--- config.mk ---
export PLATFORM = sky130hd
export DESIGN_NAME = fp_issue_unit
export DESIGN_NICKNAME = d
export VERILOG_FILES = /design/src/common/fp_issue_pkg.sv /design/src/hdl/fp_instruction_decoder.sv /design/src/hdl/fp_scoreboard.sv /design/src/hdl/fp_credit_counter.sv /design/src/fp_issue/fp_issue_ctrl.sv /design/src/fp_issue/fp_issue_unit.sv
export VERILOG_INCLUDE_DIRS = /design/src /design/src/common
export SDC_FILE = /design/constraint.sdc
export NUM_CORES = 1
export LEC_CHECK = 0
export ABC_AREA = 1
export BUFFER_PORTS_ARGS = -buffer_cell sky130_fd_sc_hd__buf_4
export CAP_MARGIN = 20
export CORE_MARGIN = 2
export CORE_UTILIZATION = 56
export DETAILED_ROUTE_END_ITERATION = 6
export HOLD_SLACK_MARGIN = 0.12
export PLACE_DENSITY = 0.88
export SETUP_SLACK_MARGIN = 0.4
export SLEW_MARGIN = 30
export SYNTH_ARGS = -nofsm -noshare
export SYNTH_HDL_FRONTEND = slang
export SYNTH_HIERARCHICAL = 1
export SYNTH_SLANG_ARGS = --single-unit
--- constraint.sdc ---
create_clock -name clk -period 3.87 [get_ports clk]
set_input_delay 0.387 -clock clk [delete_from_list [all_inputs] [get_ports clk]]
set_output_delay 0.387 -clock clk [all_outputs]
set_load 0.005 [all_outputs]
--- src/common/fp_issue_settings.svh ---
// fp issue settings for downstream slot count and float register count
`ifndef FP_ISSUE_SETTINGS_SVH
`define FP_ISSUE_SETTINGS_SVH

////////////////////
// downstream FP unit

// free slots after reset
`define FP_CREDITS 4

////////////////////
// register file

`define FP_REG_COUNT 32

`endif

--- src/common/fp_issue_pkg.sv ---
// fp issue package with the op class, format and state enums and the decode, issue and writeback structs
`default_nettype none

package fp_issue_pkg;

    ////////////////////
    // enums

    // major opcode group of an FP instruction
    typedef enum logic [1:0] {
        OPC_LOAD,
        OPC_STORE,
        OPC_FMA,
        OPC_OP
    } fp_op_class_e;

    // precision taken from the fmt field, or from funct3 for loads and stores
    typedef enum logic {
        FMT_S,
        FMT_D
    } fp_fmt_e;

    typedef enum logic [1:0] {
        ST_EMPTY,
        ST_HELD,
        ST_TRAP
    } fp_issue_state_e;

    ////////////////////
    // structs

    typedef struct packed {
        logic         legal;
        fp_op_class_e op_class;
        fp_fmt_e      fmt;
        logic         need_int;
        logic         need_float;
        logic         write_int;
        logic         write_float;
        logic         accum_csr;
        // fused ops read a third float source
        logic         uses_rs3;
    } fp_decode_t;

    typedef struct packed {
        logic [31:0]  instr;
        fp_op_class_e op_class;
        fp_fmt_e      fmt;
        logic         need_int;
        logic         need_float;
        logic         write_int;
        logic         write_float;
        logic         accum_csr;
    } fp_issue_pkt_t;

    typedef struct packed {
        logic [4:0] rd;
        logic       is_float;
    } fp_wb_t;

endpackage

`default_nettype wire

--- src/hdl/fp_instruction_decoder.sv ---
// fp instruction decoder checking RV32F/D legality and classifying operands of one word
`timescale 1ns/1ps
`default_nettype none

module fp_instruction_decoder (
    input  logic [31:0]              instr,
    output fp_issue_pkg::fp_decode_t dec
);

    ////////////////////
    // encoding table
    // fields are funct5_fmt_rs2_rs1_funct3_rd_opcode
    // fmt bit 25 is a wildcard so one entry covers .S and .D, bit 26 rules out H and Q
    localparam logic [31:0] P_LOAD    = 32'b?????_??_?????_?????_01?_?????_0000111;
    localparam logic [31:0] P_STORE   = 32'b?????_??_?????_?????_01?_?????_0100111;
    localparam logic [31:0] P_FMA     = 32'b?????_0?_?????_?????_???_?????_100??11;
    localparam logic [31:0] P_ARITH   = 32'b000??_0?_?????_?????_???_?????_1010011;
    localparam logic [31:0] P_SQRT    = 32'b01011_0?_00000_?????_???_?????_1010011;
    localparam logic [31:0] P_SGNJ_A  = 32'b00100_0?_?????_?????_00?_?????_1010011;
    localparam logic [31:0] P_SGNJ_B  = 32'b00100_0?_?????_?????_010_?????_1010011;
    localparam logic [31:0] P_MINMAX  = 32'b00101_0?_?????_?????_00?_?????_1010011;
    localparam logic [31:0] P_CMP_A   = 32'b10100_0?_?????_?????_00?_?????_1010011;
    localparam logic [31:0] P_CMP_B   = 32'b10100_0?_?????_?????_010_?????_1010011;
    localparam logic [31:0] P_CVT_I_F = 32'b11000_0?_0000?_?????_???_?????_1010011;
    localparam logic [31:0] P_CVT_F_I = 32'b11010_0?_0000?_?????_???_?????_1010011;
    localparam logic [31:0] P_MV_X_W  = 32'b11100_00_00000_?????_000_?????_1010011;
    localparam logic [31:0] P_CLASS   = 32'b11100_0?_00000_?????_001_?????_1010011;
    localparam logic [31:0] P_MV_W_X  = 32'b11110_00_00000_?????_000_?????_1010011;
    localparam logic [31:0] P_CVT_S_D = 32'b01000_00_00001_?????_???_?????_1010011;
    localparam logic [31:0] P_CVT_D_S = 32'b01000_01_00000_?????_???_?????_1010011;

    logic m_load, m_store, m_fma, m_arith, m_sqrt, m_sgnj, m_minmax, m_cmp;
    logic m_cvt_i_f, m_cvt_f_i, m_mv_x_w, m_class, m_mv_w_x, m_cvt_s_d, m_cvt_d_s;
    logic legal;
    logic fmt_d;
    logic write_int;

    assign m_load    = instr ==? P_LOAD;
    assign m_store   = instr ==? P_STORE;
    assign m_fma     = instr ==? P_FMA;
    assign m_arith   = instr ==? P_ARITH;
    assign m_sqrt    = instr ==? P_SQRT;
    assign m_sgnj    = (instr ==? P_SGNJ_A) || (instr ==? P_SGNJ_B);
    assign m_minmax  = instr ==? P_MINMAX;
    assign m_cmp     = (instr ==? P_CMP_A) || (instr ==? P_CMP_B);
    assign m_cvt_i_f = instr ==? P_CVT_I_F;
    assign m_cvt_f_i = instr ==? P_CVT_F_I;
    assign m_mv_x_w  = instr ==? P_MV_X_W;
    assign m_class   = instr ==? P_CLASS;
    assign m_mv_w_x  = instr ==? P_MV_W_X;
    assign m_cvt_s_d = instr ==? P_CVT_S_D;
    assign m_cvt_d_s = instr ==? P_CVT_D_S;

    assign legal = m_load | m_store | m_fma | m_arith | m_sqrt | m_sgnj | m_minmax | m_cmp |
                   m_cvt_i_f | m_cvt_f_i | m_mv_x_w | m_class | m_mv_w_x |
                   m_cvt_s_d | m_cvt_d_s;

    // loads and stores carry the width in funct3, everything else in fmt
    assign fmt_d = (m_load | m_store) ? instr[12] : instr[25];

    // results that land in the integer register file
    assign write_int = m_cmp | m_class | m_mv_x_w | m_cvt_i_f;

    ////////////////////
    // decode result
    always_comb begin
        dec.legal       = legal;
        dec.fmt         = fmt_d ? fp_issue_pkg::FMT_D : fp_issue_pkg::FMT_S;
        dec.need_int    = m_load | m_store | m_cvt_f_i | m_mv_w_x;
        dec.need_float  = m_store | m_fma | m_arith | m_sqrt | m_sgnj | m_minmax | m_cmp |
                          m_cvt_i_f | m_mv_x_w | m_class | m_cvt_s_d | m_cvt_d_s;
        dec.write_int   = write_int;
        dec.write_float = legal & ~m_store & ~write_int;
        dec.accum_csr   = (fmt_d & (m_fma | m_arith | m_sqrt | m_minmax | m_cmp | m_cvt_i_f)) |
                          m_cvt_s_d | m_cvt_d_s;
        dec.uses_rs3    = m_fma;
        if (m_load) begin
            dec.op_class = fp_issue_pkg::OPC_LOAD;
        end else if (m_store) begin
            dec.op_class = fp_issue_pkg::OPC_STORE;
        end else if (m_fma) begin
            dec.op_class = fp_issue_pkg::OPC_FMA;
        end else begin
            dec.op_class = fp_issue_pkg::OPC_OP;
        end
    end

endmodule

`default_nettype wire

--- src/hdl/fp_scoreboard.sv ---
// fp scoreboard tracking pending float destinations and flagging read and write hazards
`timescale 1ns/1ps
`default_nettype none
`include "fp_issue_settings.svh"

module fp_scoreboard (
    input  logic                      clk,
    input  logic                      arst_n,
    input  logic [31:0]               instr,
    input  fp_issue_pkg::fp_decode_t  dec,
    input  logic                      issue,
    input  logic                      wb_valid,
    input  fp_issue_pkg::fp_wb_t      wb,
    output logic                      hazard
);

    logic [`FP_REG_COUNT-1:0] pending;
    logic [4:0]               rs1;
    logic [4:0]               rs2;
    logic [4:0]               rs3;
    logic [4:0]               rd;
    logic                     src_busy;
    logic                     dst_busy;

    assign rd  = instr[11:7];
    assign rs1 = instr[19:15];
    assign rs2 = instr[24:20];
    assign rs3 = instr[31:27];

    // a new write can never target a pending rd, so set and clear never collide
    always_ff @(posedge clk or negedge arst_n) begin
        if (!arst_n) begin
            pending <= '0;
        end else begin
            if (wb_valid && wb.is_float) begin
                pending[wb.rd] <= 1'b0;
            end
            if (issue && dec.write_float) begin
                pending[rd] <= 1'b1;
            end
        end
    end

    // rs1/rs2 checked together even when one of them is an integer source
    assign src_busy = (dec.need_float && (pending[rs1] || pending[rs2])) ||
                      (dec.uses_rs3 && pending[rs3]);
    assign dst_busy = dec.write_float && pending[rd];
    assign hazard   = src_busy || dst_busy;

endmodule

`default_nettype wire

--- src/hdl/fp_credit_counter.sv ---
// fp credit counter holding the number of free slots in the downstream FP unit
`timescale 1ns/1ps
`default_nettype none
`include "fp_issue_settings.svh"

module fp_credit_counter (
    input  logic clk,
    input  logic arst_n,
    input  logic take,
    input  logic give,
    output logic has_credit
);

    localparam int CW = $clog2(`FP_CREDITS + 1);

    logic [CW-1:0] count;

    // take and give in the same cycle cancel out
    always_ff @(posedge clk or negedge arst_n) begin
        if (!arst_n) begin
            count <= CW'(`FP_CREDITS);
        end else if (take && !give) begin
            count <= count - CW'(1);
        end else if (give && !take) begin
            count <= count + CW'(1);
        end
    end

    assign has_credit = (count != '0);

endmodule

`default_nettype wire

--- src/fp_issue/fp_issue_ctrl.sv ---
// fp issue controller with the holding register and the accept, trap and issue state machine
`timescale 1ns/1ps
`default_nettype none

module fp_issue_ctrl (
    input  logic                         clk,
    input  logic                         arst_n,
    input  logic                         in_valid,
    input  logic [31:0]                  in_instr,
    input  fp_issue_pkg::fp_decode_t     dec,
    input  logic                         hazard,
    input  logic                         has_credit,
    input  logic                         out_ready,
    output logic                         in_ready,
    output logic [31:0]                  held_instr,
    output logic                         out_valid,
    output fp_issue_pkg::fp_issue_pkt_t  out_pkt,
    output logic                         trap_valid,
    output logic [31:0]                  trap_instr,
    output logic                         issue
);

    fp_issue_pkg::fp_issue_state_e state;
    fp_issue_pkg::fp_issue_state_e state_nxt;
    logic [31:0]                   word_q;

    ////////////////////
    // handshakes

    assign in_ready = (state == fp_issue_pkg::ST_EMPTY);

    // while empty the decoder sees the incoming word, so an illegal one goes straight to trap
    assign held_instr = in_ready ? in_instr : word_q;

    // hazard and credit only improve while held, so out_valid stays up until the transfer
    assign out_valid  = (state == fp_issue_pkg::ST_HELD) && !hazard && has_credit;
    assign issue      = out_valid && out_ready;
    assign trap_valid = (state == fp_issue_pkg::ST_TRAP);
    assign trap_instr = word_q;

    always_comb begin
        out_pkt.instr       = word_q;
        out_pkt.op_class    = dec.op_class;
        out_pkt.fmt         = dec.fmt;
        out_pkt.need_int    = dec.need_int;
        out_pkt.need_float  = dec.need_float;
        out_pkt.write_int   = dec.write_int;
        out_pkt.write_float = dec.write_float;
        out_pkt.accum_csr   = dec.accum_csr;
    end

    ////////////////////
    // state machine

    always_comb begin
        state_nxt = state;
        case (state)
            fp_issue_pkg::ST_EMPTY: begin
                if (in_valid) begin
                    state_nxt = dec.legal ? fp_issue_pkg::ST_HELD : fp_issue_pkg::ST_TRAP;
                end
            end
            fp_issue_pkg::ST_HELD: begin
                if (issue) begin
                    state_nxt = fp_issue_pkg::ST_EMPTY;
                end
            end
            fp_issue_pkg::ST_TRAP: state_nxt = fp_issue_pkg::ST_EMPTY;
            default:               state_nxt = fp_issue_pkg::ST_EMPTY;
        endcase
    end

    always_ff @(posedge clk or negedge arst_n) begin
        if (!arst_n) begin
            state <= fp_issue_pkg::ST_EMPTY;
        end else begin
            state <= state_nxt;
        end
    end

    // holding register
    always_ff @(posedge clk) begin
        if (in_valid && in_ready) begin
            word_q <= in_instr;
        end
    end

endmodule

`default_nettype wire

--- src/fp_issue/fp_issue_unit.sv ---
// fp issue unit top level joining the controller, decoder, scoreboard and credit counter
`timescale 1ns/1ps
`default_nettype none

module fp_issue_unit (
    input  logic                         clk,
    input  logic                         arst_n,
    input  logic                         in_valid,
    output logic                         in_ready,
    input  logic [31:0]                  in_instr,
    output logic                         out_valid,
    input  logic                         out_ready,
    output fp_issue_pkg::fp_issue_pkt_t  out_pkt,
    output logic                         trap_valid,
    output logic [31:0]                  trap_instr,
    input  logic                         wb_valid,
    input  fp_issue_pkg::fp_wb_t         wb
);

    logic [31:0]              held_instr;
    fp_issue_pkg::fp_decode_t dec;
    logic                     hazard;
    logic                     has_credit;
    logic                     issue;

    fp_issue_ctrl u_ctrl (
        .clk        (clk),
        .arst_n     (arst_n),
        .in_valid   (in_valid),
        .in_instr   (in_instr),
        .dec        (dec),
        .hazard     (hazard),
        .has_credit (has_credit),
        .out_ready  (out_ready),
        .in_ready   (in_ready),
        .held_instr (held_instr),
        .out_valid  (out_valid),
        .out_pkt    (out_pkt),
        .trap_valid (trap_valid),
        .trap_instr (trap_instr),
        .issue      (issue)
    );

    fp_instruction_decoder u_decoder (
        .instr (held_instr),
        .dec   (dec)
    );

    fp_scoreboard u_scoreboard (
        .clk      (clk),
        .arst_n   (arst_n),
        .instr    (held_instr),
        .dec      (dec),
        .issue    (issue),
        .wb_valid (wb_valid),
        .wb       (wb),
        .hazard   (hazard)
    );

    // every writeback frees one slot, float or not
    fp_credit_counter u_credits (
        .clk        (clk),
        .arst_n     (arst_n),
        .take       (issue),
        .give       (wb_valid),
        .has_credit (has_credit)
    );

endmodule

`default_nettype wire

=== Word-level counts from Yosys, hierarchy flattened ===
Index checks and enable logic that the tools add are counted.
Widths: inputs -> output; s select.

* Word-level logic and storage cells: 130
* Input bits: 43
* Flip-flop bits (word level): 69

* $lt $le $gt $ge: 7
* Bitwise logic cells: 45
* Multiplexer cells: 26
* Add/subtract/negate cells: 2
* Equality and inequality tests: 21
* Reductions and logical operators: 25

{| class="wikitable"
|+ Operators by type and width
! operator !! count
|-
| $mux 32 || 3
|-
| $eq 22x22->1 const B || 2
|-
| $eq 19x18->1 const B || 2
|-
| $or 1x1->1 || 37
|-
| $eq 17x17->1 const B || 2
|-
| $and 32x32->32 || 1
|-
| $not 32->32 || 1
|-
| $or 32x32->32 || 1
|-
| $eq 15x13->1 const B || 2
|-
| $lt 5x6->1 const B || 5
|-
| $eq 21x21->1 const B || 1
|-
| $bmux 1 s5 || 4
|-
| $eq 18x17->1 const B || 1
|-
| $eq 9x8->1 const B || 2
|-
| $eq 16x14->1 const B || 1
|-
| $eq 16x16->1 const B || 1
|-
| $eq 15x15->1 const B || 1
|-
| $logic_and 1x1->1 || 13
|-
| $eq 11x7->1 const B || 1
|-
| $demux 1 s5 || 2
|-
| $ge 5x1->1 const B || 2
|-
| $mux 2 || 5
|-
| $mux 1 || 9
|-
| $eq 6x5->1 const B || 1
|-
| other kinds (16) || 26
|}

=== Depth between registers and ports, before layout ===
* Word-level depth: 29
* Depth in mapped cells: 29
* Depth with buffers taken out: 28

=== Cells and area by module ===
The synthesis kept the hierarchy.

{| class="wikitable"
|+ By module, submodules not included
! module !! seq. area each (um2) !! area each (um2) !! cells each !! instances
|-
| fp_scoreboard || 800.8 || 2691.3 || 451 || 1
|-
| fp_issue_ctrl || 1011.0 || 1785.5 || 193 || 1
|-
| fp_instruction_decoder || 0.0 || 760.7 || 163 || 1
|-
| fp_credit_counter || 76.3 || 186.4 || 22 || 1
|}

=== Least setup slack after synthesis ===
No wires, ideal clock.

* Path kind: register to register
* From: reg u_ctrl.state[1]
* To: reg u_credits.count[2]
* Setup slack: 0.770 ns
* Stages on the path, launching flop included: 28
* Data required time: 3.794 ns
* Period minus slack after synthesis: 3.100 ns
* Arrival: 3.025 ns
* Cell sequence: dfrtp_1 -> nor2_4 -> inv_2 -> buf_4 -> nand2_1 -> nand2_1 -> inv_1 -> nand3_1 -> nor3_1 -> nand3_1 -> nand2_1 -> nor2_1 -> nand2_2 -> nor2_2 -> nor2_2 -> nand2_1 -> nand2_1 -> inv_1 -> nand2_1 -> inv_1 -> nand2_1 -> nor3_1 -> ha_1 -> fa_1 -> nand2_1 -> nand3_2 -> nand2_1 -> nand2_1

{| class="wikitable"
|+ RTL lines
! what !! line !! RTL
|-
| start: declaration || fp_issue_ctrl.sv:23 || <nowiki>fp_issue_pkg::fp_issue_state_e state;</nowiki>
|-
| start signal: assignment || fp_issue_ctrl.sv:75 || <nowiki>state <= fp_issue_pkg::ST_EMPTY;</nowiki>
|-
| start signal: assignment || fp_issue_ctrl.sv:77 || <nowiki>state <= state_nxt;</nowiki>
|-
| end signal: assignment || fp_credit_counter.sv:21 || <nowiki>count <= CW'(`FP_CREDITS);</nowiki>
|-
| end signal: assignment || fp_credit_counter.sv:23 || <nowiki>count <= count - CW'(1);</nowiki>
|-
| end signal: assignment || fp_credit_counter.sv:25 || <nowiki>count <= count + CW'(1);</nowiki>
|-
| end: declaration || fp_credit_counter.sv:16 || <nowiki>logic [CW-1:0] count;</nowiki>
|}

=== Worst setup path after layout ===
* From: reg u_ctrl.state[1]
* To: reg u_credits.count[1]

{| class="wikitable"
|+ RTL lines
! what !! line !! RTL
|-
| $logic_not 2->1 (*) || fp_issue_ctrl.sv:30 || <nowiki>assign in_ready = (state == fp_issue_pkg::ST_EMPTY);</nowiki>
|-
| $mux 32 (*) || fp_issue_ctrl.sv:33 || <nowiki>assign held_instr = in_ready ? in_instr : word_q;</nowiki>
|-
| net held_instr[24] || fp_issue_unit.sv:20 || <nowiki>logic [31:0] held_instr;</nowiki>
|-
| $eq 18x17->1 || fp_instruction_decoder.sv:42 || <nowiki>assign m_sqrt = instr ==? P_SQRT;</nowiki>
|-
| $or 1x1->1 (5 in a row) || fp_instruction_decoder.sv:54 || <nowiki>assign legal = m_load | m_store | m_fma | m_arith | m_sqrt | m_sgnj | m_minmax | m_cmp |</nowiki>
|-
| $or 1x1->1 (5 in a row) || fp_instruction_decoder.sv:55 || <nowiki>m_cvt_i_f | m_cvt_f_i | m_mv_x_w | m_class | m_mv_w_x |</nowiki>
|-
| $or 1x1->1 || fp_instruction_decoder.sv:56 || <nowiki>m_cvt_s_d | m_cvt_d_s;</nowiki>
|-
| $and 1x1->1 (2 in a row) || fp_instruction_decoder.sv:73 || <nowiki>dec.write_float = legal & ~m_store & ~write_int;</nowiki>
|-
| (+2 left out) || n/a ||
|-
| net hazard || fp_issue_unit.sv:22 || <nowiki>logic hazard;</nowiki>
|-
| $logic_not 1->1 (*) || fp_issue_ctrl.sv:36 || <nowiki>assign out_valid = (state == fp_issue_pkg::ST_HELD) && !hazard && has_credit;</nowiki>
|-
| $logic_and 1x1->1 (*) (2 in a row) || fp_issue_ctrl.sv:36 ||
|-
| $logic_and 1x1->1 (*) || fp_issue_ctrl.sv:37 || <nowiki>assign issue = out_valid && out_ready;</nowiki>
|-
| net issue || fp_issue_unit.sv:24 || <nowiki>logic issue;</nowiki>
|-
| $logic_not 1->1 || fp_credit_counter.sv:24 || <nowiki>end else if (give && !take) begin</nowiki>
|-
| $logic_and 1x1->1 || fp_credit_counter.sv:24 ||
|-
| $reduce_bool 2->1 (no source line) || n/a ||
|}

Mark *: on every way through the listed nets, which the timed path passes. The rest lies on a longest branch. The select of a mux whose other input is x is not followed.
A chain may end at the register's enable or synchronous reset.

==> out/metrics.csv <==
stage;metric;value;unit
timing;slew_violations;0;
detailed_routing;drc;54;
timing;whs;0.201;ns
synthesis;yosys_warnings;6;
timing;tightest_slew;0.448;ns
die;die_w;102;um
timing;fin_skew;0.0221;ns
global_route;met2_usage;47.7;%
detailed_routing;drt_wl_total;18900;um
final_layout;antennaDiodeCount;0;
global_route;grt_pass1_vias;5168;
pwr;finalPower;2270;uW
flow_run;maxCapViolCount;0;
global_route;grt_overflow;0;
place;gp_congestion;1.17;
synthesis;netlist.area_leader.share;21.7;%
setup_path;max_stage_delay;0.44;ns
die;initial_core_util;58.1;%
clocking;numCtsBuffers;9;
global_route;track_usage;31.2;%
place;dpl.hpwl;12200;um
setup_path;crit_buf_inv;5;
clocking;cts.clk_slew.worst_paths;0.10;ns
pwr;p_per_area;326;mW/mm^2
timing;min_period;3.61;ns
outcome;status;complete, but fails checks;
setup_path;cp_max_fo;6;
timing;fmax;277;MHz
synthesis;synth_seq_area_share;34.8;%
die;core;0.00933;mm^2
detailed_routing;drt_pass1_iterations;7;
synthesis;synth_most_common_cell;nand2_1;
setup_path;cp-start-kind;register;
setup_path;critPathRequiredTime;4.12;ns
detailed_routing;via_per_inst;5.96;
global_route;grt_antenna_before_repair;0;
synthesis;synth_seq_cells;69;
clocking;clock_latency;0.36;ns
detailed_routing;wire_per_inst;17.8;um
timing;fin_crit_sh;93.3;%
die;die_area;0.0105;mm^2
detailed_routing;antenna_left;0;
detailed_routing;drt_iter0_drc;1121;
outcome;violations;design-rule violations;
final_layout;multi_input_area;0.00315;mm^2
synthesis;async_reset_ff_share;53.6;%
setup_path;slowest_stage;fa_2;
final_layout;final_util;74.6;%
pwr;p_leak;0.00334;uW
setup_path;cp_common_cell;nand2_1;
setup_path;critPathArrivalTime;3.86;ns
clocking;cts_root_buf;clkbuf_8;
final_layout;syn2layout_area_growth;28.3;%
final_layout;layout-drive-gt1-share;31.1;%
timing;fin_setup_tns;0;ns
synthesis;ys_top_cells_by_area;nand2_1, edfxtp_1, dfrtp_1;
synthesis;syn_nets;874;
hold_path;hold_class;in -> reg;
synthesis;netlist_area;0.00542;mm^2
timing;final_hold_viol_count;0;
die;fp-row-count;35;
pwr;vdd_drop_max;0.212;mV
final_layout;nets;971;
setup_path;critPathKind;reg -> reg;
timing;rsz0062_at_grt;yes;
detailed_routing;via_count;6318;
die;ios;118;
clocking;cts_tree;built;
synthesis;synth_area_leader_cell;nand2_1;
clocking;cts_buffer_depth;2;
clocking;cts_sinks;69;
synthesis;synth-edff-count;32;
synthesis;netlist_instances;829;
timing;setup_viol;0;
setup_path;end_kind;register;
synthesis;synth_common_cells;nand2_1, nand3_1, inv_1;
global_route;grt_max_degree;38;
die;die_h;102;um
final_layout;ff_latch_area;0.00189;mm^2
global_route;grtUsageMet1;44.9;%
synthesis;syn_area_per_cell;6.54;um^2
global_route;gr-max-usage-layer;met2;
place;io_buffers;117;
final_layout;fillers;725;
global_route;use_met3;5.13;%
global_route;grt_pass1_wl;25400;um
synthesis;synthDistinctLibCells;32;
synthesis;synth_top_flop_cell;dfrtp_1;
setup_path;cp_top_family;simple AND/OR/NAND/NOR gates;
timing;slew_headroom;70.1;%
clocking;htreeDepth;3;
[power by group]
part	internal [uW]	leakage, uW	total, uW	switching (uW)
clock network	242	0.0000966	567	325
registers	819	0.000813	857	37.2
logic	315	0.00243	844	529
total	1380	0.00334	2270	891
[per-layer routing]
| layer | share of wire (%) | vias up |
|---|---|---|
| met5 | 0 | - |
| met4 | 5.7 | 0 |
| met3 | 14 | 128 |
| met2 | 43 | 537 |
| met1 | 37 | 2817 |
| li1 | - | 2836 |
[final timing paths]
kind | start | to | slack, ns | cells after the start
min reg2reg | u_credits/count[2] | u_credits/count[2] | 0.47 | 2
max reg2reg | u_ctrl/state[1] | u_credits/count[1] | 0.26 | 25
min in group asynchronous | arst_n | u_scoreboard/pending[20] | 0.51 | 2
max | u_ctrl/state[1] | u_credits/count[1] | 0.26 | 25
max in group asynchronous | arst_n | u_credits/count[2] | 3.00 | 2
min | in_instr[11] | u_ctrl/trap_instr[11] | 0.20 | 1
[cells by family after synthesis]
logic type      Yosys count  synth area share [%]
buf+inv                 147                  14.8
xor+xnor                  1                 0.162
flops                    69                  34.8
fa+ha+maj                 2                 0.600
simple gates            536                  42.7
compound gates           74                  6.97
[final cells by class]
cell class,count,share of cell area (%)
clock buffers,9,1.78
clock inverters,7,0.773
inverters,82,4.87
multi-input cells,613,45.2
flip-flops and latches,69,27.1
well taps,129,2.32
repair buffers,150,17.8
repair inverters,1,0.162
[cells in the final DEF, fill, tap and decap left out, types with 2 or more instances in the layout]
cell / instances
nand2_2: 36
nand2_1: 270
o21ai_1: 4
buf_4: 138
buf_12: 3
nor2_1: 37
nand3_1: 110
dfrtp_1: 36
clkinv_2: 2
nand4_1: 12
inv_8: 2
nor2_4: 15
clkbuf_8: 9
inv_4: 7
buf_6: 5
nor2_2: 10
o21ai_0: 66
nand3_2: 13
nor3_1: 7
nand2_4: 12
inv_1: 59
inv_6: 3
edfxtp_1: 32
clkbuf_16: 3
nor3_2: 5
inv_2: 15
nor3_4: 5
[registers in the layout (all words and copies together) (netlist names)]
name	count
u_credits/count	3
u_scoreboard/pending	32
u_ctrl/trap_instr	32
u_ctrl/state	2
[through the flow]
stage | instance area [um^2] | cells | setup WS [ns]
CTS | 6270 | 1040 | 0.409
detailed placement | 6080 | 1023 | 0.359
finish | 6960 | 1060 | 0.259
global placement | 6080 | 1023 | 0.426
floorplan | 5420 | 829 | 0.770
global route | 6960 | 1060 | 0.0980
[timing repair]
| item | in CTS | in global routing |
|---|---|---|
| endpoints found under the setup margin | 6 | 36 |
| hold buffers | 1 | 0 |
| hold endpoints to repair | 36 | 0 |
| resized for setup | 2 | 142 |
| pin swaps | 0 | 26 |
| gates cloned | 0 | 4 |
| setup buffers | 0 | 16 |
Power figures use the tool's default switching activity.
